--- src/design/coreTypes.sv ---
package coreTypes;

    typedef logic [31:0] wordT;
    typedef logic [4:0]  regIdxT;
    typedef logic [6:0]  opcodeT;

    typedef enum logic [2:0] {
        aluAdd,
        aluSub,
        aluAnd,
        aluOr,
        aluXor,
        aluSlt,
        aluPassB                   // lui result is operand b.
    } aluFuncT;

    typedef enum logic [2:0] {
        opAlu,
        opLoad,
        opStore,
        opBranchEq,
        opBranchNe,
        opNone                     // illegal, writes nothing.
    } opKindT;

    typedef enum logic {
        memIdle,
        memWait
    } memStateT;

    localparam wordT resetPc = 32'h0000_0000;

    localparam opcodeT opcOp     = 7'b0110011;
    localparam opcodeT opcOpImm  = 7'b0010011;
    localparam opcodeT opcLui    = 7'b0110111;
    localparam opcodeT opcLoad   = 7'b0000011;
    localparam opcodeT opcStore  = 7'b0100011;
    localparam opcodeT opcBranch = 7'b1100011;

endpackage

--- src/design/regFile.sv ---
`timescale 1ns/1ps

module regFile (
    input  logic              clk,
    input  logic              rstN,
    input  coreTypes::regIdxT rs1,
    input  coreTypes::regIdxT rs2,
    output coreTypes::wordT   rdata1,
    output coreTypes::wordT   rdata2,
    input  logic              we,
    input  coreTypes::regIdxT wd,
    input  coreTypes::wordT   wdata
);

    coreTypes::wordT regs [32];

    always_ff @(posedge clk) begin
        if (!rstN) begin
            for (int i = 0; i < 32; i++)
                regs[i] <= '0;
        end else if (we && wd != 5'd0) begin
            regs[wd] <= wdata;
        end
    end

    // same-cycle write goes straight to the reader.
    assign rdata1 = (rs1 == 5'd0) ? '0 : (we && wd == rs1) ? wdata : regs[rs1];
    assign rdata2 = (rs2 == 5'd0) ? '0 : (we && wd == rs2) ? wdata : regs[rs2];

endmodule

--- config.mk ---
export PLATFORM = sky130hd
export DESIGN_NAME = regFile
export DESIGN_NICKNAME = d
export VERILOG_FILES = /design/src/design/coreTypes.sv /design/src/design/regFile.sv
export SDC_FILE = /design/constraint.sdc
export NUM_CORES = 2
export LEC_CHECK = 0
export BUFFER_PORTS_ARGS = -buffer_cell sky130_fd_sc_hd__buf_2
export CELL_PAD_IN_SITES_DETAIL_PLACEMENT = 1
export CELL_PAD_IN_SITES_GLOBAL_PLACEMENT = 1
export CORE_UTILIZATION = 47
export DETAILED_ROUTE_END_ITERATION = 7
export MAX_ROUTING_LAYER = met4
export PLACE_DENSITY_LB_ADDON = 0.1
export SETUP_SLACK_MARGIN = 0.3
export SLEW_MARGIN = 20
export SYNTH_ARGS = -nofsm -noshare
export SYNTH_HDL_FRONTEND = slang
export SYNTH_SLANG_ARGS = --single-unit
--- constraint.sdc ---
create_clock -name clk -period 5.44 [get_ports clk]
set_input_delay 0.544 -clock clk [delete_from_list [all_inputs] [get_ports clk]]
set_output_delay 0.544 -clock clk [all_outputs]
set_load 0.02 [all_outputs]
# Word level (Yosys, flattened, before mapping)
# Memory sizes are Yosys's and may differ from the RTL's.
# Cells that the tools add are included.
totals:
  register_bits: 0
  ram_bits: 1024
  input_bits: 50
  out_inout_bits: 64
  wordCells: 21
  n_memories: 1
memory_table:
  columns: ["name", "words", "word_bits", "read_ports", "rd_clocked_by_memory_dff", "wr", "line", "text"]
  rows:
  - ["regs", 32, 32, 2, 0, 32, "regFile.sv:15", "coreTypes::wordT regs [32];"]
classes:
  eq_ne: 2
  n_mux: 11
  reduce_logical: 7
op_table:
  columns: ["operator", "count"]
  rows:
  - ["two-way mux 32 bit", 5]
  - ["OR reduction 32 bit", 1]
  - ["equality test 5 bit", 2]
  - ["logical NOT 5 bit", 2]
  - ["two-way mux 1 bit", 5]
  - ["two-way mux 5 bit", 1]
  - ["nonzero test 5 bit", 1]
  - ["logical AND 1 bit", 3]

# Depth between registers and ports, before layout
logic_depth:
  ltp_word: 7
  ltp_mapped: 10
  ltp_nobuf: 5

# Least setup slack after synthesis
# OpenSTA, ideal clock, no wires.
synth_path:
  kind: "input to register"
  start: "input wd[2]"
  end: "memory regs[10][0] (netlist bit) (enable)"
  setup_ns: 0.466
  arrival_ns: 3.636
  required_time_ns: 4.974
  setup_slack_ns: 1.339
  cell_stages: 4
  path_buffers: 2
  cell_sequence: "buf_2 > or3b_2 > clkbuf_1 > o21ai_0"
synth_rtl:
  columns: ["element", "line", "text"]
  rows:
  - ["from (decl)", "regFile.sv:11", "input coreTypes::regIdxT wd,"]
  - ["to (decl)", "regFile.sv:15", null]

# Final worst setup path
layout_path:
  start: "input rs2[0]"
  end: "output rdata2[2]"
layout_between:
  elab_chain_len: 4
  word_cells_on_any_way: 6
  cone_classes: "1 x eq/ne; 2 x mux; 2 x reduce/logical; 1 x memory"
layout_rtl:
  columns: ["element", "line", "text"]
  rows:
  - ["from (decl)", "regFile.sv:7", "input coreTypes::regIdxT rs2,"]
  - ["branches (longest 3 deep; another with memory (32 x 32 bit))", null, null]
  - ["two-way mux 32 bit *", "regFile.sv:28", "assign rdata2 = (rs2 == 5'd0) ? '0 : (we && wd == rs2) ? wdata : regs[rs2];"]
  - ["to (decl)", "regFile.sv:9", "output coreTypes::wordT rdata2,"]
# Mark *: on every way between the ends.

==> impl_metrics.toml <==
[placement]
place_hpwl_um = 132000
gp_congestion = 0.945
portBuffers = 113

[layout]
fillCellCount = 10812
largest_reg_flops = 1024
fin_nets = 3792
final_core_util = 0.533
top_register = "regs"
area_growth_pct = 11.9
top_regs = "regs (1024)"
drive_above_1_share = 0.240

[global_route]
grt_pass1_wl_um = 291000
grt_max_degree = 75
antenna_found_initial = 19
overflow = 0
grt_pass1_vias = 38230
grt_usage = 0.365

[worst_setup_path]
arrival_ns = 4.15
startpoint = "rs2[0]"
endpoint_kind = "output port"
required_ns = 4.90
crit_path_start_kind = "input port"
cp_max_fo = 74
crit_type = "in2out"

[routing]
detail_route.drc_violations = 0
vias_per_cell = 6.88
vias = 36884
wl_per_cell_um = 38.8
antenna_left = 0
drt_iter0_markers = 4821
drt_pass1_iterations = 6
wirelength_um = 208000

[sta]
min_period_ns = 4.69
fin_tns_setup_ns = 0
setup-violations-final = 0
rsz0062_at_grt = "false"
whs_ns = 0.495
layout_worst_path_cycle_share = 0.862
hold_violations = 0
worst_pin_slew_ns = 1.27
final_max_slew_viol_count = 0
fmax_mhz = 213
maxSlewHeadroom = 0.132

[clock_tree]
cts_setup_buffers = 0
cts_tree = "built"
hold_buffers = 0
clk_pin_slew_ns = 0.06
cts.sinks = 1024
cts_resized = 0
cts_buffers = 113
clock_path_buffers = 3
ctsRootBufferMaster = "clkbuf_16"
htree_levels = 3

[pwr]
peakVddDrop_uv = 279
p_leak_nw = 21.5
pwr_density_cell_nw_per_um2 = 318

[synthesis]
yosysSeqAreaShare = 0.562
synth-async-reset-ratio = 0
syn_area_um2 = 54700
synth-edff-count = 1024
yosys.area.top_type = "edfxtp_1"
yosys.area.top_type_share = 0.562
avgSynthCellArea_um2 = 14.6
ys_top_cells_by_count = "1,024 x edfxtp_1, 994 x and2_1, 388 x mux4_2, 304 x clkbuf_1, 281 x mux2i_1"
synth_area_leaders = "edfxtp_1 56%, mux4_2 16%, and2_1 11%"
ys_ff_latch = 1024
yosys_warnings = 0
ys.flop_type = "edfxtp_1"
synth_cell_type_count = 51
post-synth-top-count-cell = "edfxtp_1"
syn_inst = 3744

[hold_path]
holdPathStages = 2
hold_class = "in2reg"
min_from = "wdata[28]"
timing.hold.worst_endpoint = "regs[19][28]"

[die]
die-height_um = 343
io_pins = 114
initial_core_util = 0.476
num_rows = 124
die_x_um = 343
core-area_um2 = 115000
dieArea_um2 = 118000

[run_status]
status = "finished, final reports clean"

[job]
max_cap_viol_count = 0
## worst max-delay path, stage by stage
cell,delay [ns]
buf_8,0.55
buf_12,0.49
mux4_2,0.56
a2111oi_0,0.99
a21oi_1,0.27
a22o_1,0.30
buf_2,0.16
## report_power, final
part           internal, W  switching (W)
Clock              0.00428        0.00323
Sequential         0.00912       0.000247
Combinational     0.000950        0.00164
## cells in the final DEF (no fill, tap or decap), types with 6 or more instances in the layout
cell type,n
edfxtp_1,1024
and2_1,993
mux4_2,388
mux2i_1,281
buf_4,141
a22oi_1,133
clkbuf_16,117
buf_2,105
a21oi_1,78
a22o_1,55
o221ai_1,42
o22ai_1,41
nand2_1,36
conb_1,32
o21ai_4,31
clkbuf_1,28
clkinv_2,27
clkinv_1,26
nor2_4,22
o221a_2,18
diode_2,15
a2111oi_0,14
a221o_1,13
nor2_2,13
buf_12,13
nand3_1,11
xnor2_1,10
o211ai_1,10
a32oi_1,9
o21ai_0,8
nor2_1,8
bufinv_16,8
a211oi_1,7
a31oi_1,7
buf_16,7
a2111oi_1,6
## logic make-up (layout without fill, tap and decap cells)
group,after synthesis,count (layout),share of synthesized area
and+or+nand+nor,1114,1114,0.124
muxes,674,674,0.212
AOI/OAI and AO/OA,500,500,0.0674
DFF,1024,1024,0.562
other,1,47,0.0000686
buffers and inverters,421,482,0.0327
xor gates and xnor gates,10,10,0.00160
## per-layer routing
metal,global-route usage,vias up,wire length (µm)
li1,-,14518,-
met5,-,-,0
met4,0.214,0,14300
met1,0.458,19603,78500
met3,0.0638,528,18000
met2,0.559,2235,97100
## worst max path at each step
stage | cells after the start | to | slack, ns
3_3_place_gp | 8 | rdata2[28] | 0.90
5_1_grt | 7 | rdata2[2] | 0.74
3_5_place_dp | 7 | rdata2[2] | 0.77
4_1_cts | 7 | rdata2[2] | 0.76
2_1_floorplan | 4 | regs[10][0] | 1.34
6_report | 7 | rdata2[2] | 0.75
## per-stage QoR
step                power [W]  cell area, µm²  std cells  setup WS (ns)
finish                 0.0195           61200       5363          0.748
global route           0.0199           61200       5355          0.744
CTS                    0.0195           61100       5346          0.762
detailed placement     0.0121           57600       5137          0.769
global placement       0.0120           57400       5130          0.897
floorplan              0.0109           54800       3775           1.34
## area by class of cell
cell class	instances	area, µm²	area share
inverter	3	11.3	0.000184
clock inverter	64	498	0.00813
tap	1512	1890	0.0309
antenna	15	37.5	0.000613
timing repair buffer	270	2090	0.0342
sequential	1024	30700	0.502
multi-input combinational	2330	22900	0.374
clock buffer	145	3030	0.0495
Note: power is estimated with default switching activity, not from simulation.
