<file path="src/design/coreTypes.sv">
package coreTypes;

    typedef logic [31:0] wordT;
    typedef logic [4:0]  regIdxT;
    typedef logic [6:0]  opcodeT;

    typedef enum logic [2:0] {
        aluAdd,
        aluSub,
        aluAnd,
        aluOr,
        aluXor,
        aluSlt,
        aluPassB                   // lui result is operand b.
    } aluFuncT;

    typedef enum logic [2:0] {
        opAlu,
        opLoad,
        opStore,
        opBranchEq,
        opBranchNe,
        opNone                     // illegal, writes nothing.
    } opKindT;

    typedef enum logic {
        memIdle,
        memWait
    } memStateT;

    localparam wordT resetPc = 32'h0000_0000;

    localparam opcodeT opcOp     = 7'b0110011;
    localparam opcodeT opcOpImm  = 7'b0010011;
    localparam opcodeT opcLui    = 7'b0110111;
    localparam opcodeT opcLoad   = 7'b0000011;
    localparam opcodeT opcStore  = 7'b0100011;
    localparam opcodeT opcBranch = 7'b1100011;

endpackage

</file>
<file path="src/design/fetchStage.sv">
`timescale 1ns/1ps

module fetchStage (
    input  logic            clk,
    input  logic            rstN,
    input  logic            stall,
    input  logic            redirect,
    input  coreTypes::wordT redirectPc,
    output coreTypes::wordT imemAddr,
    input  coreTypes::wordT imemData,
    output logic            fetchValid,
    output coreTypes::wordT fetchPc,
    output coreTypes::wordT fetchInstr
);

    coreTypes::wordT pc;

    assign imemAddr = pc;           // combinational imem read.

    always_ff @(posedge clk) begin
        if (!rstN) begin
            pc         <= coreTypes::resetPc;
            fetchValid <= 1'b0;
        end else if (redirect) begin
            pc         <= redirectPc;
            fetchValid <= 1'b0;     // wrong-path fetch dropped.
        end else if (!stall) begin
            pc         <= pc + 32'd4;
            fetchValid <= 1'b1;
        end
    end

    always_ff @(posedge clk) begin
        if (!stall && !redirect) begin
            fetchPc    <= pc;
            fetchInstr <= imemData;
        end
    end

endmodule

</file>
<file path="config.mk">
export PLATFORM = sky130hd
export DESIGN_NAME = fetchStage
export DESIGN_NICKNAME = d
export VERILOG_FILES = /design/src/design/coreTypes.sv /design/src/design/fetchStage.sv
export SDC_FILE = /design/constraint.sdc
export NUM_CORES = 1
export LEC_CHECK = 0
export ABC_AREA = 0
export BUFFER_PORTS_ARGS = -buffer_cell sky130_fd_sc_hd__buf_2
export CORE_MARGIN = 5
export CORE_UTILIZATION = 51
export DETAILED_ROUTE_END_ITERATION = 8
export PLACE_DENSITY = 0.85
export SYNTH_ARGS = -nofsm -noshare
export SYNTH_HDL_FRONTEND = slang
export SYNTH_SLANG_ARGS = --single-unit
</file>
<file path="constraint.sdc">
create_clock -name clk -period 10.4 [get_ports clk]
set_clock_uncertainty 0.1 [all_clocks]
set_input_delay 0 -clock clk [delete_from_list [all_inputs] [get_ports clk]]
set_output_delay 0 -clock clk [all_outputs]
set_load 0.02 [all_outputs]
</file>
# == Word level (Yosys, flattened, before mapping) ==
# Cells that the tools add are included.
# classes
mux,2
bitwise_logic,1
n_reduce_logical,4
eq_ne,1
n_addsub,1
# op_table
op,n
$mux W32,2
$add A32 B3 Y32 const B,1
$logic_not A1 Y1,2
$ne A2 B1 Y1 const B,1
$reduce_or A2 Y1,1
$logic_and A1 B1 Y1,1
$not A1 Y1,1
# word_totals
register_bits,97

# == Longest topological paths before layout ==
# depth
ltp_word,3
ltp_mapped,6

# == Worst setup path before layout ==
# No wires, ideal clock.
# synth_path
path_kind,input to register
startpoint,in redirect
endpoint,"reg fetchInstr[0], enable pin"
slack_ps,6704
path_stages,3
t_arrival_ps,3109
setup_ps,487
path_cell_list,clkbuf_1 -> clkbuf_1 -> nor2_1
# synth_between
elab_chain_cells,2
# synth_lines
element,line_no,text
start: declaration,fetchStage.sv:7,"input logic redirect,"
$logic_not A1 Y1,fetchStage.sv:34,if (!stall && !redirect) begin
$logic_and A1 B1 Y1,fetchStage.sv:34,
end signal: assignment,fetchStage.sv:36,fetchInstr <= imemData;
end: declaration,fetchStage.sv:13,output coreTypes::wordT fetchInstr
# No other way between the ends.
# A chain may end at the register's enable or synchronous reset.

# == Worst setup path after layout ==
# layout_path
startpoint,"reg pc[2], in the netlist imemAddr[2]"
endpoint,"reg pc[22], in the netlist imemAddr[22]"
# layout_between
elab_chain_cells,3
# layout_lines
element,line_no,text
start: declaration,fetchStage.sv:16,coreTypes::wordT pc;
start signal: assignment,fetchStage.sv:22,pc <= coreTypes::resetPc;
start signal: assignment,fetchStage.sv:25,pc <= redirectPc;
start signal: assignment,fetchStage.sv:28,pc <= pc + 32'd4;
$add A32 B3 Y32,fetchStage.sv:28,
$mux W32,fetchStage.sv:27,end else if (!stall) begin
$mux W32,fetchStage.sv:24,end else if (redirect) begin
# No other way between the ends. The select of a mux whose other input is x is not followed.

==> key figures <==
Run status
  – Status: completed

Setup path
  – Crit end category: flop
  – CP arrival: 2.42 ns
  – Crit-path cells: ha_1 -> and4b_1 -> nand4_1 -> o31a_2 -> o311a_1
  – Crit path kind: reg2reg
  – Critical path launch point type: flop
  – Crit path max fanout: 8
  – Critical path required time: 10.55 ns
  – CP top delay family: compound AO/OA/AOI/OAI gates
  – Buf/Inv on CP: 0
  – Slowest-stage cell, CP: dfxtp_1
  – Slowest Stage Delay on Critical Path: 0.44 ns

STA
  – Worst slew pin tran: 0.688 ns
  – FMAX: 440 MHz
  – TNS Setup: 0 ns
  – Slew Viols, Final: 0
  – Hold Vio Cnt, Final: 0
  – Final Setup Violations: 0
  – RSZ-0062 raised after global routing: false
  – Fin crit share: 21.9%
  – Fin crit period: 2.27 ns
  – Relative slew margins: 54.2%

Clocking
  – CTS H-tree lvls: 3
  – TritonCTS clock tree: done
  – Clock buffer depth: 2
  – Worst-path clk slew: 0.10 ns
  – TritonCTS Buffers: 9
  – Clock latency on the worst-skew pair: 0.36 ns
  – CTS root buffer: clkbuf_8
  – CTS sink count: 97

Routing
  – Vias/cell: 5.45
  – Post-route ant nets: 0
  – DRC viols: 0
  – DR WL/cell: 18.0 um
  – Initial DRT Pass Iterations: 5
  – Via count: 3,378
  – Initial DRC count: 279
  – Final wirelength: 11,200 um

GRT
  – First-pass GRT wire length: 16,700 um
  – GR Overflow Total: 0
  – Largest net degree at the start of global routing: 57
  – Initial antenna violation count: 0
  – GR Util All Layers: 24.1%
  – Vias in the first global route: 3,361

Finish
  – Nets@finish: 584
  – P&R area growth vs syn: 46.2%
  – Layout cells sized above 1: 36.5%
  – Commonest non-fill, non-tap cell in the layout: buf_2
  – Commonest cells after routing, fill and taps aside: buf_2, dlygate4sd3_1, edfxtp_1
  – Non-filler cells, final: 620

Floorplan
  – CORE AREA: 0.00721 mm^2
  – Placement row count: 31
  – DIE WIDTH: 96.0 um
  – Die H: 96.0 um
  – Die Footprint: 0.00921 mm^2
  – I/O pin cnt: 165
  – Initial Utilization: 52.2%

Place
  – IO Port Bufs: 164
  – DP Cell Count: 538
  – Hpwl dp: 6920 um
  – Final Wtd Congestion: 0.847

Yosys
  – Synth area leader: edfxtp_1
  – Mean Syn Cell Area: 13.1 um^2
  – Async S/R FF share, synth: 0%
  – Cell Area, Synth: 0.00377 mm^2
  – Synth Net Count: 357
  – Synth area leaders: edfxtp_1, dfxtp_1, o21ai_0
  – Post-synth top flop: edfxtp_1
  – YS warnings: 0
  – Yosys cell types: 42
  – Yosys reg bits: 97
  – Yosys top cell area share: 51.0%
  – Number of synthesized flops with an enable pin: 64
  – Post-Syn Instances: 288
  – Seq/Total Area, Yosys: 68.5%

Pwr
  – PwrDens: 146 mW/mm^2
  – Peak supply drop: 0.0825 mV
  – Leak: 2.30 nW

Worst hold path
  – Hold crit path type: in2reg

Job
  – Max cap viols: 0
## worst register-to-register path: cells and delay by family (launching register included)
kind / cells / cell delay, ns
compound gates: 2 / 0.71
fa+ha+maj: 1 / 0.24
flops: 1 / 0.44
simple gates: 2 / 0.70
## cell usage after synthesis (6+ instances only)
master and instances:
clkbuf_1 13, nand4_1 9, nand3_1 7, o21ai_0 31, nor3_1 6, a31oi_1 13
dfxtp_1 33, edfxtp_1 64, and3_1 6, nand2_1 18, xnor2_1 6, a21oi_1 6
or3_1 8
## registers in the layout (all words and copies together), names as in the netlist
name,flops
fetchPc,32
fetchInstr,32
fetchValid,1
imemAddr,32
## logic make-up (layout without fill, tap and decap cells)
logic type      count (synthesis)  in the layout  synth area share, %
flops                          97             97                 68.5
xor+xnor                       11             11                 2.56
mux                             3              3                0.797
buf+inv                        19            251                 2.12
simple gates                   89             89                 14.2
fa+ha+maj                       1              1                0.332
compound gates                 68             68                 11.5
other cells                     0              1                    0
## final cells by class
class	instances	area, um^2
clock buffer	9	124
sequential	97	2580
timing repair buffer	231	1490
antenna	1	2.50
multi-input combinational	172	1110
clock inverter	7	61.3
inverter	4	15.0
fill	464	1710
tap	99	124
## stage by stage
step | util, % | hold WS, ns | setup WS, ns | total power [W] | cell area [um^2]
global route | 76.3 | 0.0778 | 8.06 | 0.000839 | 5510
finish | 76.4 | 0.0702 | 8.13 | 0.000803 | 5510
floorplan | - | -0.00113 | 6.70 | 0.000515 | 3770
detailed placement | 64.7 | 0.0784 | 8.19 | 0.000558 | 4670
global placement | 64.7 | 0.0769 | 8.27 | 0.000555 | 4670
CTS | 76.3 | 0.0588 | 8.16 | 0.000801 | 5510
## where the power goes
part	switching, W	internal (W)
Clock	0.000138	0.0000922
Sequential	0.0000198	0.000436
Combinational	0.0000655	0.0000506
Total	0.000224	0.000579
## repair_timing
item / 4_1_cts / 5_1_grt
gates resized for setup: 0 / 0
hold endpoints to repair: 65 / 0
setup buffers: 0 / 0
hold buffers: 65 / 0
## metal layers
layer  global-route usage [%]  routed length [um]  vias up  share of wire [%]
met4                     12.3                 347        0                3.1
met5                        0                   0        -                  0
met2                     42.4                5720      198                 51
met1                     27.9                4140     1570                 37
met3                     4.85                 951       28                8.5
li1                         -                   -     1582                  -
## final timing paths
check / startpoint / endpoint / slack [ns] / depth (start not counted)
worst max-delay path: imemAddr[2]$_SDFFE_PN0N_ / imemAddr[22]$_SDFFE_PN0N_ / 8.13 / 5
worst min-delay path: rstN / imemAddr[23]$_SDFFE_PN0N_ / 0.07 / 2
worst max register to register: imemAddr[2]$_SDFFE_PN0N_ / imemAddr[22]$_SDFFE_PN0N_ / 8.13 / 5
worst min register to register: imemAddr[0]$_SDFFE_PN0P_ / fetchPc[0]$_DFFE_PP_ / 0.36 / 0
No activity file was read; power rests on OpenSTA's default activity.
