[config.mk]
export PLATFORM = sky130hd
export DESIGN_NAME = memStage
export DESIGN_NICKNAME = d
export VERILOG_FILES = /design/src/design/coreTypes.sv /design/src/design/memStage.sv
export SDC_FILE = /design/constraint.sdc
export NUM_CORES = 2
export LEC_CHECK = 0
export BUFFER_PORTS_ARGS = -buffer_cell sky130_fd_sc_hd__clkbuf_2
export CAP_MARGIN = 20
export CORE_AREA = 2 2 420 422
export CTS_BUF_LIST = sky130_fd_sc_hd__clkbuf_4 sky130_fd_sc_hd__clkbuf_8
export DETAILED_ROUTE_END_ITERATION = 6
export DIE_AREA = 0 0 422 424
export GPL_TIMING_DRIVEN = 0
export HOLD_SLACK_MARGIN = 0.03
export PLACE_DENSITY_LB_ADDON = 0.15
export REMOVE_ABC_BUFFERS = 1
export SLEW_MARGIN = 40
export SYNTH_ARGS = -nofsm -noshare
export SYNTH_HDL_FRONTEND = slang
export SYNTH_SLANG_ARGS = --single-unit
[constraint.sdc]
create_clock -name clk -period 12.6 [get_ports clk]
set_input_delay 1.26 -clock clk [delete_from_list [all_inputs] [get_ports clk]]
set_output_delay 1.26 -clock clk [all_outputs]
set_load 0.01 [all_outputs]
[src/design/coreTypes.sv]
package coreTypes;

    typedef logic [31:0] wordT;
    typedef logic [4:0]  regIdxT;
    typedef logic [6:0]  opcodeT;

    typedef enum logic [2:0] {
        aluAdd,
        aluSub,
        aluAnd,
        aluOr,
        aluXor,
        aluSlt,
        aluPassB                   // lui result is operand b.
    } aluFuncT;

    typedef enum logic [2:0] {
        opAlu,
        opLoad,
        opStore,
        opBranchEq,
        opBranchNe,
        opNone                     // illegal, writes nothing.
    } opKindT;

    typedef enum logic {
        memIdle,
        memWait
    } memStateT;

    localparam wordT resetPc = 32'h0000_0000;

    localparam opcodeT opcOp     = 7'b0110011;
    localparam opcodeT opcOpImm  = 7'b0010011;
    localparam opcodeT opcLui    = 7'b0110111;
    localparam opcodeT opcLoad   = 7'b0000011;
    localparam opcodeT opcStore  = 7'b0100011;
    localparam opcodeT opcBranch = 7'b1100011;

endpackage

[src/design/memStage.sv]
`timescale 1ns/1ps

module memStage #(
    parameter int MemLatency = 2,
    parameter int DmemWords  = 64
) (
    input  logic              clk,
    input  logic              rstN,
    input  logic              exValid,
    input  coreTypes::opKindT exKind,
    input  coreTypes::regIdxT exDst,
    input  logic              exRegWrite,
    input  coreTypes::wordT   exResult,
    input  coreTypes::wordT   exStoreData,
    output logic              memStall,
    output coreTypes::regIdxT memDst,
    output logic              memRegWrite,
    output coreTypes::wordT   memResult,
    output logic              wbValid,
    output coreTypes::regIdxT wbDst,
    output coreTypes::wordT   wbData
);

    localparam int CntW  = $clog2(MemLatency + 1);
    localparam int AddrW = $clog2(DmemWords);

    coreTypes::memStateT state;
    logic [CntW-1:0]     waitCnt;
    logic                isMem;
    logic                accessDone;
    logic                fire;
    coreTypes::wordT     wordIdx;
    logic [AddrW-1:0]    dmemIdx;
    coreTypes::wordT     dmem [DmemWords];

    assign isMem      = exValid && (exKind == coreTypes::opLoad || exKind == coreTypes::opStore);
    assign accessDone = (state == coreTypes::memWait) && (waitCnt == '0);
    assign memStall   = isMem && !accessDone;
    assign fire       = exValid && (!isMem || accessDone);   // entry leaves this cycle.

    assign wordIdx = (exResult >> 2) % DmemWords;
    assign dmemIdx = wordIdx[AddrW-1:0];

    always_ff @(posedge clk) begin
        if (!rstN) begin
            state   <= coreTypes::memIdle;
            waitCnt <= '0;
        end else if (state == coreTypes::memIdle) begin
            if (isMem) begin
                state   <= coreTypes::memWait;
                waitCnt <= CntW'(MemLatency - 1);
            end
        end else if (waitCnt == '0) begin
            state <= coreTypes::memIdle;
        end else begin
            waitCnt <= waitCnt - 1'b1;
        end
    end

    always_ff @(posedge clk) begin
        if (!rstN) begin
            for (int i = 0; i < DmemWords; i++)
                dmem[i] <= '0;
            wbValid <= 1'b0;
        end else begin
            wbValid <= fire && exRegWrite;
            if (fire && exKind == coreTypes::opStore)
                dmem[dmemIdx] <= exStoreData;
        end
    end

    always_ff @(posedge clk) begin
        if (fire) begin
            wbDst  <= exDst;
            wbData <= (exKind == coreTypes::opLoad) ? dmem[dmemIdx] : exResult;
        end
    end

    // the writeback entry doubles as the oldest forwarding source.
    assign memDst      = wbDst;
    assign memRegWrite = wbValid;
    assign memResult   = wbData;

endmodule

* After elaboration in Yosys (flattened, before gate mapping)
Memory sizes are Yosys's and may differ from the RTL's.
Index checks and enable logic that the tools add are counted.
** Word-level totals
- Flip-flop bits (word level) :: 41
- Logic and storage cells :: 38
- Input bits :: 76
- Memories kept :: 1
- RAM bits :: 2048
- Output and inout bits :: 77
** Operators by class
- Muxes and demuxes :: 14
- Add/sub/neg operators :: 1
- Reduce and logical (&&, ||, !) cells :: 14
- Equal/unequal tests :: 3
** Memories
- dmem :: words 64, width 32, rd ports 1, clocked after Yosys merged registers in 0, write ports 64, RTL line memStage.sv:34 : coreTypes::wordT dmem [DmemWords];
** Operators with widths (number)
- $mux 32 :: 2
- $reduce_or 32->1 :: 1
- $mux 1 :: 8
- $logic_and 1x1->1 :: 6
- $mux 2 :: 3
- $mux 6 :: 1
- $eq 3x1->1 const B :: 1
- $eq 3x2->1 const B :: 1
- $logic_not 1->1 :: 2
- $logic_not 2->1 :: 1
- $logic_or 1x1->1 :: 2
- $ne 2x2->1 const B :: 1
- $reduce_and 2->1 :: 1
- $reduce_bool 2->1 :: 1
- $sub 2x1->2 const B :: 1

* Longest topological paths before layout
- Word-level depth :: 12
- Mapped depth :: 12

* Least setup slack after synthesis
OpenSTA, ideal clock, no wires.
- Path type :: in2reg
- Start point :: input exKind[2]
- End point :: memory dmem[15][0] (netlist name) (enable)
- Data arrival time :: 4.576 ns
- Path buffers :: 1
- Stages :: 6
- Path slack :: 7.558 ns
- Cell sequence :: nand2b_1 nor4b_2 and3_1 nand2_1 clkbuf_1 o21ai_0
** RTL lines
- from (decl) :: RTL line memStage.sv:10 : input coreTypes::opKindT exKind,
- to (decl) :: RTL line memStage.sv:34

* Worst setup path after layout
- Start point :: input exResult[4]
- End point :: register wbData[20] (netlist: memResult[20]) (data pin)
** On the way
- Cells in the longest elaborated chain, start to end :: 2
** RTL lines
- from (decl) :: RTL line memStage.sv:13 : input coreTypes::wordT exResult,
- $mem_v2 64x32
- $mux 32 :: RTL line memStage.sv:75 : wbData <= (exKind == coreTypes::opLoad) ? dmem[dmemIdx] : exResult;
- to (signal assigned) :: RTL line memStage.sv:75
- to (decl) :: RTL line memStage.sv:21 : output coreTypes::wordT wbData
No other way between the ends.
A chain may end at the register's enable or synchronous reset.

==> run summary <==
RUN STATUS
------------------------------------------------------------------------------------
Status                                                                  complete, no violations

LAYOUT
------------------------------------------------------------------------------------
Area taken by multi-input logic gates                                    31000 sq um
Fill count                                                                     12700
Combined flip-flop and latch cell area                                   62700 sq um
Number of non-filler instances in the completed layout                          9579
Share of post-route cells with drive strength above 1                          0.225
Final net count                                                                 7053
Synthesis-to-layout area growth                                                17.1%

POWER AND IR DROP
------------------------------------------------------------------------------------
Worst IR Drop VDD                                                           0.129 mV
PwrDens                                                                  136 nW/um^2
Leakage Power                                                                41.0 nW

CTS
------------------------------------------------------------------------------------
Count of hold-fix buffers inserted at cts                                          0
Inserted Clock Buffers                                                           356
Number of gates resized after CTS                                                  0
# clock sinks                                                                   2089
Clock tree from TritonCTS                                                       done
Clock tree root buffer cell                                                 clkbuf_8
Reg clk slew, reported paths                                                 0.06 ns
Clock latency of the later-clocked register in the worst-skew pair           1.07 ns
Clock buffer depth                                                                 4
Number of H-tree levels                                                            5
Setup bufs post-CTS                                                                0

LOGIC SYNTHESIS
------------------------------------------------------------------------------------
YS warnings                                                                        0
Most common library cells after synthesis                               edfxtp_1 (2085), and2_1 (2053), clkbuf_1 (500)
Post-synthesis area per instance                                          14.0 sq um
Count leader, synth                                                         edfxtp_1
Post-synthesis cell type with the largest combined area                     edfxtp_1
Sequential share of the synthesized area                                       0.657
FF+latch count, synth                                                           2089
Post-synthesis instance area                                             95400 sq um
Fraction of synthesized cell area taken by the top area cell type              0.656
Number of flops mapped to enable cells by yosys                                 2085
Flip-flop cell with the highest count after synthesis                       edfxtp_1
Post-synth cell types                                                             69
Async S/R FF share, synth                                                          0
Cell types with the largest area share after synthesis                  edfxtp_1 (66%), and2_1 (13%), mux4_2 (3.3%), mux2i_1 (2.3%), a221oi_1 (2.1%)
Mapped Cells                                                                    6837

GLOBAL ROUTING
------------------------------------------------------------------------------------
Vias in the first global route                                                 61500
First-pass GRT wire length                                                    479 mm
Leftover overflow at the end of global routing                                     0
Largest net degree at the start of global routing                                 65
Number of antenna violations at the first check in global routing                 40
Total routing resource utilization after global routing                        0.383

SETUP PATH
------------------------------------------------------------------------------------
Maximum net fanout on the critical path                                           52
Cell occurring most often along the worst timing path                         buf_16
Worst Path Arrival                                                           5.69 ns
Worst setup path start                                                   exResult[4]
CP Data Required Time                                                       13.31 ns
Cell type group with the largest total delay on the critical path       compound AO/OA/AOI/OAI gates
Count of buffering cells on the critical path with inverters included              4
CP max stage delay                                                           0.77 ns
Sequence of cells on the critical path                                  clkbuf_8 -> buf_16 -> buf_16 -> buf_16 -> mux4_2 -> a22oi_1 -> nand4_1 -> a211oi_1 -> a31oi_2
Setup Crit Path Kind                                                       in -> reg
Slowest cell on the critical path                                           a211oi_1
Kind of end point of the critical path                                      register
Reg2reg start                                                           waitCnt[0]$_SDFFE_PN0P_
Startpoint types                                                          input port

STA
------------------------------------------------------------------------------------
Final worst path period share                                                  0.395
Largest clock skew in the final design                                     0.0456 ns
Upper clock frequency limit                                                  201 MHz
Endpoints failing hold                                                             0
Max-slew headroom at the worst pin                                             0.307
Total count of max-transition violations in the final report                       0
Unrepaired setup endpoints after global routing                                   no
Setup TNS                                                                       0 ns
Transition time of the tightest slew-check pin                               1.03 ns
Final setup vio count                                                              0
Post-layout min period                                                       4.98 ns

PLACED DESIGN
------------------------------------------------------------------------------------
Detailed placer's ending HPWL                                                 228 mm
Weighted congestion at the end of routability-driven global placement          0.875
Number of buffer cells added on primary ports                                    152
Number of placed instances, taps included                                       8957

DETAILED ROUTING
------------------------------------------------------------------------------------
Final routed wirelength across all metal layers                               345 mm
Detailed router's first-iteration violation count                              10700
Top sig layer                                                                   met5
Overall via count from detail_route                                            63500
Met2 WL                                                                       151 mm
Mean number of vias per cell                                                    6.63
Avg WL per Cell                                                              36.0 um
Final ANT Viol Nets                                                                0
Count of unresolved DRC violations after routing                                   0
TritonRoute pass-1 iters                                                           7
Post-Route M1 WL                                                              120 mm
Met3 wire len                                                                47.0 mm

FLOORPLANNING
------------------------------------------------------------------------------------
Effective utilization at floorplan                                             0.545
Boundary Pins                                                                    153
Core outline area                                                       175000 sq um
Width of the die                                                              422 um
Site Rows                                                                        154
Die Footprint                                                           179000 sq um
Die height                                                                    424 um

WORST HOLD PATH
------------------------------------------------------------------------------------
Path type of the worst min-delay path                                      in -> reg
Hold Startpoint                                                             exDst[4]

JOB
------------------------------------------------------------------------------------
Maxcap violations                                                                  0

[sequential cells by signal (all words and copies together) (netlist names)]
register / count
state: 1
memRegWrite: 1
dmem: 2048
waitCnt: 2
memDst: 5
memResult: 32
[power breakdown]
group	total [mW]	switching [mW]	internal [mW]
Clock	5.84	2.77	3.06
Combinational	1.40	0.956	0.448
Sequential	7.93	0.0651	7.86
[final cells by class]
| type | count | share of cell area |
|---|---|---|
| sequential | 2089 | 0.561 |
| timing repair buffer | 556 | 0.0766 |
| antenna | 16 | 0.000358 |
| multi-input combinational | 3966 | 0.277 |
| clock buffer | 488 | 0.0532 |
| clock inverter | 117 | 0.00485 |
| tap | 2340 | 0.0262 |
| inverter | 7 | 0.000414 |
[per-layer routing]
layer	track usage	up-vias
met2	0.560	4831
met1	0.494	32000
met5	0	-
met4	0.262	30
li1	-	25600
met3	0.117	1088
[kinds of logic after synthesis]
kind of cell | count (synthesis) | synth area share
multiplexers | 540 | 0.0773
buffers and inverters | 782 | 0.0368
adder cells (fa/ha/maj) | 1 | 0.000131
AND/OR/NAND/NOR | 2412 | 0.151
XOR/XNOR | 1 | 0.0000918
flip-flops | 2089 | 0.657
AO/OA/AOI/OAI | 1012 | 0.0776
[worst paths after layout]
check                                                end  slack [ns]  cells past startpoint
worst max-delay path             memResult[20]$_DFFE_PN_        7.62                      9
worst min-delay path                 memDst[4]$_DFFE_PN_        0.36                      1
worst max register to register  dmem[5][3]$_SDFFCE_PN0P_        8.48                      9
worst min register to register   waitCnt[0]$_SDFFE_PN0P_        0.60                      3
[through the flow]
stage	hold slack, ns	setup slack, ns	util	power [mW]	cell area, sq um
2_1_floorplan	0.545	5.49	-	8.53	91900
3_3_place_gp	0.585	-32.97	0.547	9.38	95600
3_5_place_dp	0.578	6.71	0.601	9.43	105000
4_1_cts	0.278	7.89	0.638	15.1	112000
5_1_grt	0.329	7.67	0.638	15.5	112000
6_report	0.361	7.62	0.639	15.2	112000
[placed cells by master, fill, tap and decap left out, types with 14 or more instances in the layout]
cell,n
edfxtp_1,2085
and2_1,2050
clkbuf_8,385
a221oi_1,227
mux2i_1,212
buf_8,184
mux2_2,176
a22oi_1,161
mux4_2,138
clkbuf_4,137
buf_16,135
clkbuf_2,116
nor2_1,103
a21oi_1,92
o21ai_0,92
o22ai_1,90
clkinv_1,87
nand2_1,82
nor2_4,72
o21ai_4,64
a221o_1,45
a22o_1,34
buf_12,34
nand3_1,26
clkinv_2,23
a31oi_1,19
buf_4,19
buf_6,19
o32a_1,18
o21ai_1,17
diode_2,16
o2bb2ai_1,16
buf_2,14
(Power assumes the default switching activity.)
