<file path="src/design/coreTypes.sv">
package coreTypes;

    typedef logic [31:0] wordT;
    typedef logic [4:0]  regIdxT;
    typedef logic [6:0]  opcodeT;

    typedef enum logic [2:0] {
        aluAdd,
        aluSub,
        aluAnd,
        aluOr,
        aluXor,
        aluSlt,
        aluPassB                   // lui result is operand b.
    } aluFuncT;

    typedef enum logic [2:0] {
        opAlu,
        opLoad,
        opStore,
        opBranchEq,
        opBranchNe,
        opNone                     // illegal, writes nothing.
    } opKindT;

    typedef enum logic {
        memIdle,
        memWait
    } memStateT;

    localparam wordT resetPc = 32'h0000_0000;

    localparam opcodeT opcOp     = 7'b0110011;
    localparam opcodeT opcOpImm  = 7'b0010011;
    localparam opcodeT opcLui    = 7'b0110111;
    localparam opcodeT opcLoad   = 7'b0000011;
    localparam opcodeT opcStore  = 7'b0100011;
    localparam opcodeT opcBranch = 7'b1100011;

endpackage

</file>
<file path="src/design/executeStage.sv">
`timescale 1ns/1ps

module executeStage (
    input  logic               clk,
    input  logic               rstN,
    input  logic               stall,
    input  logic               decValid,
    input  coreTypes::opKindT  decKind,
    input  coreTypes::aluFuncT decFunc,
    input  coreTypes::regIdxT  decDst,
    input  logic               decRegWrite,
    input  coreTypes::wordT    decOpA,
    input  coreTypes::wordT    decOpB,
    input  coreTypes::wordT    decStoreData,
    input  coreTypes::wordT    decBranchTarget,
    output coreTypes::regIdxT  exDst,
    output logic               exRegWrite,
    output logic               exIsLoad,
    output coreTypes::wordT    exResult,
    output coreTypes::opKindT  exKind,
    output coreTypes::wordT    exStoreData,
    output logic               exValid,
    output logic               branchTaken,
    output coreTypes::wordT    branchTarget
);

    coreTypes::wordT aluOut;
    logic            operandsEqual;

    always_comb begin
        case (decFunc)
            coreTypes::aluSub:   aluOut = decOpA - decOpB;
            coreTypes::aluAnd:   aluOut = decOpA & decOpB;
            coreTypes::aluOr:    aluOut = decOpA | decOpB;
            coreTypes::aluXor:   aluOut = decOpA ^ decOpB;
            coreTypes::aluSlt:   aluOut = {31'd0, $signed(decOpA) < $signed(decOpB)};
            coreTypes::aluPassB: aluOut = decOpB;
            default:             aluOut = decOpA + decOpB;
        endcase
    end

    assign operandsEqual = (decOpA == decOpB);
    assign branchTaken   = decValid &&
                           ((decKind == coreTypes::opBranchEq && operandsEqual) ||
                            (decKind == coreTypes::opBranchNe && !operandsEqual));
    assign branchTarget  = decBranchTarget;

    assign exIsLoad = exValid && (exKind == coreTypes::opLoad);

    always_ff @(posedge clk) begin
        if (!rstN) begin
            exValid    <= 1'b0;
            exRegWrite <= 1'b0;
            exKind     <= coreTypes::opNone;
        end else if (!stall) begin
            exValid    <= decValid;
            exRegWrite <= decValid && decRegWrite;
            exKind     <= decKind;
        end
    end

    always_ff @(posedge clk) begin
        if (!stall) begin
            exDst       <= decDst;
            exResult    <= aluOut;
            exStoreData <= decStoreData;
        end
    end

endmodule

</file>
<file path="config.mk">
export PLATFORM = sky130hd
export DESIGN_NAME = executeStage
export DESIGN_NICKNAME = d
export VERILOG_FILES = /design/src/design/coreTypes.sv /design/src/design/executeStage.sv
export SDC_FILE = /design/constraint.sdc
export NUM_CORES = 1
export LEC_CHECK = 0
export ABC_AREA = 1
export BUFFER_PORTS_ARGS = -buffer_cell sky130_fd_sc_hd__buf_2
export CORE_MARGIN = 1
export CORE_UTILIZATION = 46
export CTS_CLUSTER_SIZE = 28
export DETAILED_ROUTE_END_ITERATION = 10
export PLACE_DENSITY = 0.72
export REMOVE_ABC_BUFFERS = 1
export SYNTH_ARGS = -nofsm -noshare
export SYNTH_HDL_FRONTEND = slang
export SYNTH_SLANG_ARGS = --single-unit
</file>
<file path="constraint.sdc">
create_clock -name clk -period 2.8 [get_ports clk]
set_input_delay 0.28 -clock clk [delete_from_list [all_inputs] [get_ports clk]]
set_output_delay 0.28 -clock clk [all_outputs]
set_load 0.05 [all_outputs]
</file>
==> Yosys cells after proc, flatten, opt, wreduce, memory -nomap -nowiden <==
Index checks and enable logic that the tools add are counted.
Widths: inputs -> output; s select.
{ "classes": {"order_cmp": 1, "bitwise": 3, "n_mux": 1, "eq_ne": 10, "reduce_logical": 7, "n_addsub": 2} }
{ "op_table": {"columns": ["cell", "count"], "rows": [
  ["$pmux 32 s6", 1],
  ["$add 32x32->32", 1],
  ["$and 32x32->32", 1],
  ["$eq 32x32->1", 1],
  ["$lt 32x32->1", 1],
  ["$or 32x32->32", 1],
  ["$sub 32x32->32", 1],
  ["$xor 32x32->32", 1],
  ["$eq 3x3->1 const B", 4],
  ["$eq 3x2->1 const B", 3],
  ["$eq 3x1->1 const B", 2],
  ["$logic_and 1x1->1", 5],
  ["$logic_not 1->1", 1],
  ["$logic_or 1x1->1", 1]
]} }
{ "totals": {"input_bits": 144, "elab_cells": 30, "regBits": 74} }

==> Logic depth before layout (Yosys ltp) <==
Gate-level depths: netlist of run 1.
{ "logic_depth": {"depth_word": 5, "ltp_mapped": 16} }

==> Least setup slack after synthesis of run 1 <==
Ideal clock, no wire load.
{ "synth_timing": {"path_kind": "input to output", "startpoint": "input port decOpA[18]", "endpoint": "output port branchTaken", "t_required_ps": 2520, "arrival_ps": 2244, "path_stages": 10, "setup_slack_ps": 276, "path_cell_list": "inv_1 > ha_1 > buf_2 > nor2_1 > nand2_1 > nor2_1 > and2_1 > and3_1 > o21ai_1 > a21oi_1"} }
{ "synth_between": {"elab_chain_cells": 5, "elab_cells_between_ends": 6, "cone_classes": "eq/ne: 1; reduce/logical: 5"} }
{ "synth_lines": {"columns": ["item", "line", "source"], "rows": [
  ["from (decl)", "executeStage.sv:12", "input coreTypes::wordT decOpA,"],
  ["$eq 32x32->1 *", "executeStage.sv:42", "assign operandsEqual = (decOpA == decOpB);"],
  ["$logic_not 1->1", "executeStage.sv:45", "(decKind == coreTypes::opBranchNe && !operandsEqual));"],
  ["$logic_and 1x1->1", "executeStage.sv:45", null],
  ["$logic_or 1x1->1 *", "executeStage.sv:44", "((decKind == coreTypes::opBranchEq && operandsEqual) ||"],
  ["$logic_and 1x1->1 *", "executeStage.sv:43", "assign branchTaken = decValid &&"],
  ["to (decl)", "executeStage.sv:23", "output logic branchTaken,"]
]} }
Every way passes the cells marked *; elsewhere a longest branch is shown, timed or not.

==> Worst setup path after layout of run 1 <==
{ "layout_timing": {"startpoint": "input port decOpA[22]", "endpoint": "output port branchTaken"} }
The elaborated chain is that of the path after synthesis.

==> metrics.txt, run 1 <==
startpoint types primary input; register cell area after layout 2172 um^2; Post-synth EDFFs 69; CTS tree done; post-synthesis cell count 1,317; peak supply drop 0.0002530 V; die width 140.4 um; clk buf depth 2; Worst-path clk slew 80 ps; num ports 252; CP Capture Type output port; Critical Path RT 2520 ps; fin. max-slew vios 0; register area share after synthesis 24.63%; Max-slew headroom 53.09%; mean post-synth cell area 6.695 um^2; Initial Util 46.98%; setup violators final 0; async set or reset register ratio after synthesis 0%; P_leak 5.427 nW; post-CTS setup repair buffer count 0; status complete, no violations; Nets 1,729; ANT cells 0; routed len/inst 19.01 um; vias per cell 5.469; H-tree levels 3; P per Cell Area 446.2 nW/um^2; YS warnings 0; core box area 18,770 um^2; Netlist cell types 44; Yosys top cell area share 23.50%; Final ANT Viol Nets 0; CP Class in -> out; Multi-input gate area 5241 um^2; Fillers 1,961; GP Congestion 0.9536; Chip Height 140.4 um; max cap viols 0; Detailed Place HPWL 26,760 um; Final Skew 0 ps; first-pass GRT wire length 49,360 um; vias in the first global route 8,870; top_reg_cell synth edfxtp_1; final hold vios 0; share of cells above drive strength 1 19.57%; Hold Crit Class in -> reg; Die Area 19,720 um^2; Area Overhead vs Synth 15.40%; drt pass-1 iters 7; total number of vias 9,439; CTS buffer count 9; Crit Path Max Fanout 7; total wire length 32,820 um; Tmin final 2609 ps; Period Utilization, post-route 93.17%; Clock Latency Late Sink 340 ps; #FFs+latches synth 74; post_cts resized 0; post-cts hold buffer count 0; FP Rows 50; leading area contributor after synthesis edfxtp_1; Least-Margin Pin Slew 702.8 ps; WP data arrival 2330 ps; largest cells by area after synthesis edfxtp_1 (23%), nand2_1 (14%), ha_1 (14%); largest net degree at the start of global routing 37; setup_tns 0 ps; Post-Syn Area 8817 um^2; gr usage total 33.51%; CTS root buffer clkbuf_16; initial drt markers 806; Worst Hold Slack 86.83 ps; total grt overflow 0; initial antenna violation count 0; port bufs 187; Num Clock Sinks 74; DRC 0; RSZ-0062 raised after global routing false; Fmax 383.3 MHz
-- metal layers --
layer | wire (um) | vias up | global-route usage, %
met3 | 3403 | 57 | 8.752
li1 | - | 4594 | -
met1 | 14250 | 4264 | 43.93
met2 | 14100 | 524 | 52.58
met4 | 1062 | 0 | 12.67
met5 | 0 | - | 1.003
-- sequential cells by signal, indices dropped and copies added, names as in the netlist --
register     cells
exValid          1
exKind           3
exDst            5
exResult        32
exRegWrite       1
exStoreData     32
-- critical path: stages --
cell     delay, ps
buf_2          100
inv_1           50
ha_1           400
nor2_1         250
nand2_1        130
nor2_1         140
and2_1         200
and3_1         230
o21ai_1         70
a21oi_1        180
buf_2          300
-- Yosys cell counts (8+ instances only) --
library cell  instances
o22ai_1              26
xor2_1                8
buf_4                38
nand3_1             115
a21oi_1              83
o21bai_1             13
nand2_1             324
nor2_1              101
ha_1                 96
edfxtp_1             69
o21ai_0              47
a221oi_1             19
nand2_2              16
inv_1               240
nor3_1               13
nand4_1              15
buf_2                21
-- final timing paths --
check	slack (ps)	start	end	depth (start not counted)
worst min-delay path	90	decStoreData[17]	exStoreData[17]$_DFFE_PN_	1
worst max-delay path	190	decOpA[22]	branchTaken	11
worst max register to register	2170	exKind[0]$_SDFFE_PN1N_	exKind[0]$_SDFFE_PN1N_	2
worst min register to register	460	exRegWrite$_SDFFE_PN0N_	exRegWrite$_SDFFE_PN0N_	2
-- placed cells by master (no fill, tap or decap), types with 8 or more instances in the layout --
cell type  synthesis  final
a21oi_1           83     83
a221oi_1          19     19
buf_2             21    187
buf_4             38     39
clkbuf_16          0      9
edfxtp_1          69     69
ha_1              96     96
inv_1            240    239
inv_2              7      8
nand2_1          324    324
nand2_2           16     16
nand3_1          115    115
nand4_1           15     15
nor2_1           101    101
nor3_1            13     13
o21ai_0           47     47
o21bai_1          13     13
o22ai_1           26     26
xor2_1             8      8
-- cell families after synthesis --
| group | after synthesis | share of synthesized area [%] |
|---|---|---|
| and+or+nand+nor | 613 | 30.24 |
| buffers and inverters | 315 | 15.92 |
| AOI/OAI and AO/OA | 209 | 14.33 |
| adders and majority gates | 98 | 14.08 |
| DFF | 74 | 24.63 |
| xor gates and xnor gates | 8 | 0.7947 |
-- stage by stage --
step	setup slack (ps)	cells	instance area [um^2]	power [W]	utilization, %
finish	191.2	1726	10170	0.004540	54.21
global route	17.28	1726	10170	0.004766	54.21
CTS	160.2	1726	10170	0.004532	54.21
detailed placement	170.3	1710	9882	0.003314	52.65
global placement	227.7	1710	9882	0.003304	52.65
floorplan	298.7	1249	8341	0.002694	-
-- power breakdown --
| group | leakage, nW | internal [W] | total [W] | switching (W) |
|---|---|---|---|---|
| Clock | 0.141 | 0.000688 | 0.00121 | 0.000522 |
| Sequential | 0.714 | 0.00134 | 0.00137 | 0.0000278 |
| Combinational | 4.57 | 0.000551 | 0.00196 | 0.00141 |
-- area by class of cell --
class	count	share of cell area, %
multi-input combinational	928	51.51
sequential	74	21.35
timing repair buffer	227	12.27
inverter	247	9.112
tap	234	2.878
clock buffer	9	2.213
clock inverter	7	0.6640
(Power assumes the default switching activity.)
==> run 2, diff against run 1 <==
--- a/config.mk
+++ b/config.mk
@@ -8,10 +8,9 @@
 export ABC_AREA = 1
 export BUFFER_PORTS_ARGS = -buffer_cell sky130_fd_sc_hd__buf_2
 export CORE_MARGIN = 1
-export CORE_UTILIZATION = 46
+export CORE_UTILIZATION = 40
 export CTS_CLUSTER_SIZE = 28
 export DETAILED_ROUTE_END_ITERATION = 10
-export PLACE_DENSITY = 0.72
 export REMOVE_ABC_BUFFERS = 1
 export SYNTH_ARGS = -nofsm -noshare
 export SYNTH_HDL_FRONTEND = slang
==> run 2 against run 1 <==
Net effect:
- sequential share of layout area fell by 0.23 points
- die area rose by 15%
- fmax fell by 0.12%
- critical path depth fell by 1
- critical path type unchanged
- largest cell class unchanged
==> metrics.txt, run 2 (synthesis gave the netlist of run 1 again) <==
most frequent cells in the layout nand2_1 (324), inv_1 (239), buf_2 (187) (unchanged); Final Skew 0 ps (unchanged); Worst Hold Slack 94.07 ps (was 86.83 ps); Max-slew headroom 49.90% (was 53.09%); cell family with most CP delay simple AND/OR/NAND/NOR gates (unchanged); total power 0.004632 W (was 0.004540 W); vias per cell 5.272 (was 5.469); core box area 21,290 um^2 (was 18,770 um^2); Internal Power 0.002609 W (was 0.002584 W); setup violators final 0 (unchanged); setup_tns 0 ps (unchanged); final hold vios 0 (unchanged); FP Rows 53 (was 50); total grt overflow 0 (unchanged); Clock Power Share 27.7% (was 26.7%); metal2 WL 14,420 um (was 14,100 um); GP Congestion 0.9556 (was 0.9536); largest net degree at the start of global routing 74 (was 37); CP Buf/Inv Count 3 (unchanged); initial antenna violation count 0 (unchanged); die width 150.5 um (was 140.4 um); Clock Latency Late Sink 350 ps (was 340 ps); peak supply drop 0.0002354 V (was 0.0002530 V); ANT cells 0 (unchanged); share of cells above drive strength 1 19.91% (was 19.57%); CP Capture Type output port (unchanged); drt pass-1 iters 6 (was 7); startpoint types primary input (unchanged); status complete, no violations (unchanged); Max Used Layer met4 (unchanged); gr usage total 29.97% (was 33.51%); Tmin final 2612 ps (was 2609 ps); Period Utilization, post-route 93.28% (was 93.17%); post-CTS setup repair buffer count 0 (unchanged); worst path cell trace buf_2, inv_1, ha_1, nor2_1, nand2_1, nor3_1, and3_1, o21ai_1, a21oi_1, buf_2 (was buf_2, inv_1, ha_1, nor2_1, nand2_1, nor2_1, and2_1, and3_1, o21ai_1, a21oi_1, buf_2); Fillers 2,270 (was 1,961); Die Area 22,640 um^2 (was 19,720 um^2); clk buf depth 2 (unchanged); largest registers exResult (32), exStoreData (32), exDst (5) (unchanged); CTS buffer count 9 (unchanged); CTS tree done (unchanged); CP Class in -> out (unchanged); total wire length 33,630 um (was 32,820 um); post-cts hold buffer count 0 (unchanged); met1 wire length 15,140 um (was 14,250 um); post_cts resized 0 (unchanged); Worst-path clk slew 60 ps (was 80 ps); fin. max-slew vios 0 (unchanged); leading cell type in the layout, fill and taps excluded nand2_1 (unchanged); Final ANT Viol Nets 0 (unchanged); Psw 0.002023 W (was 0.001956 W); first-pass GRT wire length 49,780 um (was 49,360 um); Hold Crit Class in -> reg (unchanged); Nets 1,734 (was 1,729); switching share of power 43.68% (was 43.08%); Least-Margin Pin Slew 750.6 ps (was 702.8 ps); num ports 252 (unchanged); Num Clock Sinks 74 (unchanged); CP dominant cell by count buf_2; total number of vias 9,342 (was 9,439); Multi-input gate area 5241 um^2 (unchanged); P per Cell Area 450.3 nW/um^2 (was 446.2 nW/um^2); Area Overhead vs Synth 16.65% (was 15.40%); dpl cells 1,756 (was 1,710); Comb pwr share 42.7% (was 43.1%); Initial Util 41.42% (was 46.98%); register cell area after layout 2172 um^2 (unchanged); vias in the first global route 8,748 (was 8,870); Detail Route met3 WL 3400 um (was 3403 um); Flop pwr share 29.6% (was 30.2%); CTS root buffer clkbuf_16 (unchanged); port bufs 187 (unchanged); WP data arrival 2330 ps (about the same); Chip Height 150.5 um (was 140.4 um); Critical Path RT 2520 ps (about the same); initial drt markers 853 (was 806); CP max stage delay 360 ps (was 400 ps); post-layout instance count excluding filler cells 1,772 (was 1,726); H-tree levels 3 (unchanged); Crit Path Max Fanout 6 (was 7); Fmax 382.9 MHz (was 383.3 MHz); Detailed Place HPWL 27,170 um (was 26,760 um); DRC 0 (unchanged); slowest library cell on the worst path ha_1 (unchanged); max cap viols 0 (unchanged); RSZ-0062 raised after global routing false (unchanged); routed len/inst 18.98 um (was 19.01 um); P_leak 5.456 nW (was 5.427 nW)
-- run 2: layout make-up --
| class | count | share of cell area [%] |
|---|---|---|
| multi-input combinational | 928 | 50.96 |
| clock buffer | 9 | 2.190 |
| inverter | 247 | 9.015 |
| tap | 275 | 3.345 |
| sequential | 74 | 21.12 |
| timing repair buffer | 232 | 12.63 |
| clock inverter | 7 | 0.7421 |
-- run 2: metrics by stage --
step	setup slack, ps	util (%)	instance area, um^2
6_report	188.1	48.32	10280
5_1_grt	94.01	48.32	10280
4_1_cts	195.2	48.32	10280
3_5_place_dp	202.3	46.90	9983
3_3_place_gp	241.3	46.90	9983
2_1_floorplan	298.7	-	8341
-- run 2: worst register-to-register path, delay by kind of cell (launching register included) --
family,cells,cell delay (ps)
AOI/OAI and AO/OA,2,190
DFF,1,320
-- run 2: power by group through the flow --
stage                     logic [W]  registers (W)  clock network [W]
final                       0.00198        0.00137            0.00128
after global routing        0.00215        0.00138            0.00134
after CTS                   0.00196        0.00137            0.00130
after detailed placement    0.00195        0.00140                  0
after global placement      0.00195        0.00139                  0
after floorplan            0.000897        0.00180                  0
-- run 2: worst paths after layout --
| path | startpoint | to | slack (ps) | cells after the start |
|---|---|---|---|---|
| worst max register to register | exKind[0]$_SDFFE_PN1N_ | exKind[0]$_SDFFE_PN1N_ | 2180 | 2 |
| worst max-delay path | decOpB[11] | branchTaken | 190 | 10 |
| worst min-delay path | decStoreData[13] | exStoreData[13]$_DFFE_PN_ | 90 | 1 |
| worst min register to register | exValid$_SDFFE_PN0N_ | exValid$_SDFFE_PN0N_ | 490 | 2 |
-- run 2: layer usage --
metal  GRT usage [%]  up-vias
li1                -     4598
met2           46.20      454
met4           8.687        0
met1           41.00     4248
met5               0        -
met3           7.515       42
==> run 3, diff against run 2 <==
--- a/config.mk
+++ b/config.mk
@@ -12,6 +12,7 @@
 export CTS_CLUSTER_SIZE = 28
 export DETAILED_ROUTE_END_ITERATION = 10
 export REMOVE_ABC_BUFFERS = 1
+export SETUP_SLACK_MARGIN = 0.5
 export SYNTH_ARGS = -nofsm -noshare
 export SYNTH_HDL_FRONTEND = slang
 export SYNTH_SLANG_ARGS = --single-unit
==> run 3 against run 2 <==
Net effect:
- register-to-register slack barely moved
- fmax is 14% higher
- worst hold slack worse by 2.0 ps
- worst setup slack better by 320 ps
- wire length is 0.49% higher
- clock power barely moved
- final cell count rose by 0.11%
- critical path type unchanged
- critical endpoint unchanged
==> metrics.txt, run 3 (synthesis gave the netlist of run 1 again) <==
status complete, no violations (unchanged); Flop pwr share 29.4% (was 29.6%); total grt overflow 0 (unchanged); setup violators final 0 (unchanged); DRC 0 (unchanged); RSZ-0062 raised after global routing true (was false); Least-Margin Pin Slew 769.1 ps (was 750.6 ps); Nets 1,736 (was 1,734); port bufs 187 (unchanged); peak supply drop 0.0002337 V (was 0.0002354 V); Fmax 436.0 MHz (was 382.9 MHz); Comb pwr share 43.0% (was 42.7%); CP Class in -> out (unchanged); dpl cells 1,756 (unchanged); Detailed Place HPWL 27,170 um (unchanged); routed len/inst 19.05 um (was 18.98 um); Final Skew 0 ps (unchanged); post-layout instance count excluding filler cells 1,774 (was 1,772); CTS buffer count 9 (unchanged); total number of vias 9,401 (was 9,342); Initial Util 41.42% (unchanged); Crit Path Max Fanout 3 (was 6); first-pass GRT wire length 49,910 um (was 49,780 um); CTS tree done (unchanged); final worst setup slack 506.6 ps (was 188.1 ps); core box area 21,290 um^2 (unchanged); Hold Crit Class in -> reg (unchanged); setup_tns 0 ps (unchanged); Period Utilization, post-route 81.91% (was 93.28%); startpoint types primary input (unchanged); dpl ws 202.3 ps (unchanged); Psw 0.002038 W (was 0.002023 W); Fillers 2,263 (was 2,270); WP data arrival 2010 ps (was 2330 ps); Num Clock Sinks 74 (unchanged); gr usage total 30.03% (was 29.97%); CP Capture Type output port (unchanged); num ports 252 (unchanged); final hold vios 0 (unchanged); Chip Height 150.5 um (unchanged); most frequent cells in the layout nand2_1 (323), inv_1 (238), buf_2 (186) (was nand2_1 (324), inv_1 (239), buf_2 (187)); vias in the first global route 8,788 (was 8,748); Post-DP Area 9983 um^2 (unchanged); switching share of power 43.72% (was 43.68%); ANT cells 0 (unchanged); initial antenna violation count 0 (unchanged); die width 150.5 um (unchanged); drt pass-1 iters 5 (was 6); Clock Power Share 27.5% (was 27.7%); largest net degree at the start of global routing 74 (unchanged); GP Congestion 0.9556 (unchanged); Critical Path RT 2520 ps (about the same); largest registers exResult (32), exStoreData (32), exDst (5) (unchanged); Max-slew headroom 48.67% (was 49.90%); P_leak 5.455 nW (was 5.456 nW); Die Area 22,640 um^2 (unchanged); initial drt markers 818 (was 853); Internal Power 0.002623 W (was 0.002609 W); FP Rows 53 (unchanged); Final ANT Viol Nets 0 (unchanged); Worst-path clk slew 70 ps (was 60 ps); share of cells above drive strength 1 21.81% (was 19.91%); H-tree levels 3 (unchanged); Area Overhead vs Synth 17.98% (was 16.65%); P per Cell Area 448.1 nW/um^2 (was 450.3 nW/um^2); max cap viols 0 (unchanged); Tmin final 2293 ps (was 2612 ps); Clock Latency Late Sink 350 ps (about the same); post-cts hold buffer count 0 (unchanged); final cell area excluding filler cells 10,400 um^2 (was 10,280 um^2); total wire length 33,800 um (was 33,630 um); clk buf depth 2 (unchanged); leading cell type in the layout, fill and taps excluded nand2_1 (unchanged); fin. max-slew vios 0 (unchanged); vias per cell 5.299 (was 5.272); CTS root buffer clkbuf_16 (unchanged)
==> run 3: final timing paths <==
| check | from | end | slack [ps] | cells past startpoint |
|---|---|---|---|---|
| max | decOpB[27] | branchTaken | 510 | 11 |
| min | decDst[1] | exDst[1]$_DFFE_PN_ | 90 | 1 |
| max reg2reg | exKind[0]$_SDFFE_PN1N_ | exKind[0]$_SDFFE_PN1N_ | 2180 | 2 |
| min reg2reg | exRegWrite$_SDFFE_PN0N_ | exRegWrite$_SDFFE_PN0N_ | 490 | 2 |
==> run 3: critical path, cell delays in order <==
cell,delay (ps)
buf_2,100
inv_1,60
ha_1,340
nor2_2,150
nand2_1,130
nor2_2,180
and2_4,180
and3_4,200
o21ai_1,70
a21oi_2,130
buf_6,170
==> run 3: cell type report <==
cell class,count,area (um^2),share of cell area (%)
Clock buffer,9,225.2,2.165
Timing Repair Buffer,234,1320,12.69
Multi-Input combinational cell,928,5338,51.31
Inverter,247,927.1,8.913
Tap cell,275,344.1,3.308
Clock inverter,7,76.32,0.7337
Sequential cell,74,2172,20.88
==> run 3: per-layer routing <==
| layer | up-vias | GRT usage, % | part of all wire [%] |
|---|---|---|---|
| li1 | 4602 | - | - |
| met1 | 4310 | 41.00 | 45 |
| met2 | 448 | 46.43 | 43 |
| met3 | 41 | 7.970 | 10 |
| met4 | 0 | 7.929 | 1.8 |
| met5 | - | 0 | 0 |
==> run 3: metrics by stage <==
step | total power (W) | utilization (%) | hold slack [ps]
global placement | 0.003342 | 46.90 | 456.4
global route | 0.004896 | 48.87 | 81.25
floorplan | 0.002694 | - | 364.1
detailed placement | 0.003345 | 46.90 | 458.4
CTS | 0.004650 | 48.68 | 85.21
finish | 0.004662 | 48.87 | 92.07
==> run 3: power by group through the flow <==
stage                     sequential [W]  combinational (W)  clock (W)
after floorplan                  0.00180           0.000897          0
after global placement           0.00139            0.00195          0
after detailed placement         0.00140            0.00195          0
after CTS                        0.00137            0.00198    0.00130
after global routing             0.00138            0.00218    0.00134
final                            0.00137            0.00201    0.00128
==> run 3: timing repair <==
action                                 4_1_cts  5_1_grt
setup endpoints to repair                    1        2
resized for setup                           24       10
buffers inserted                             1        1
pin swaps                                    2        1
endpoints found under the hold margin        0        0
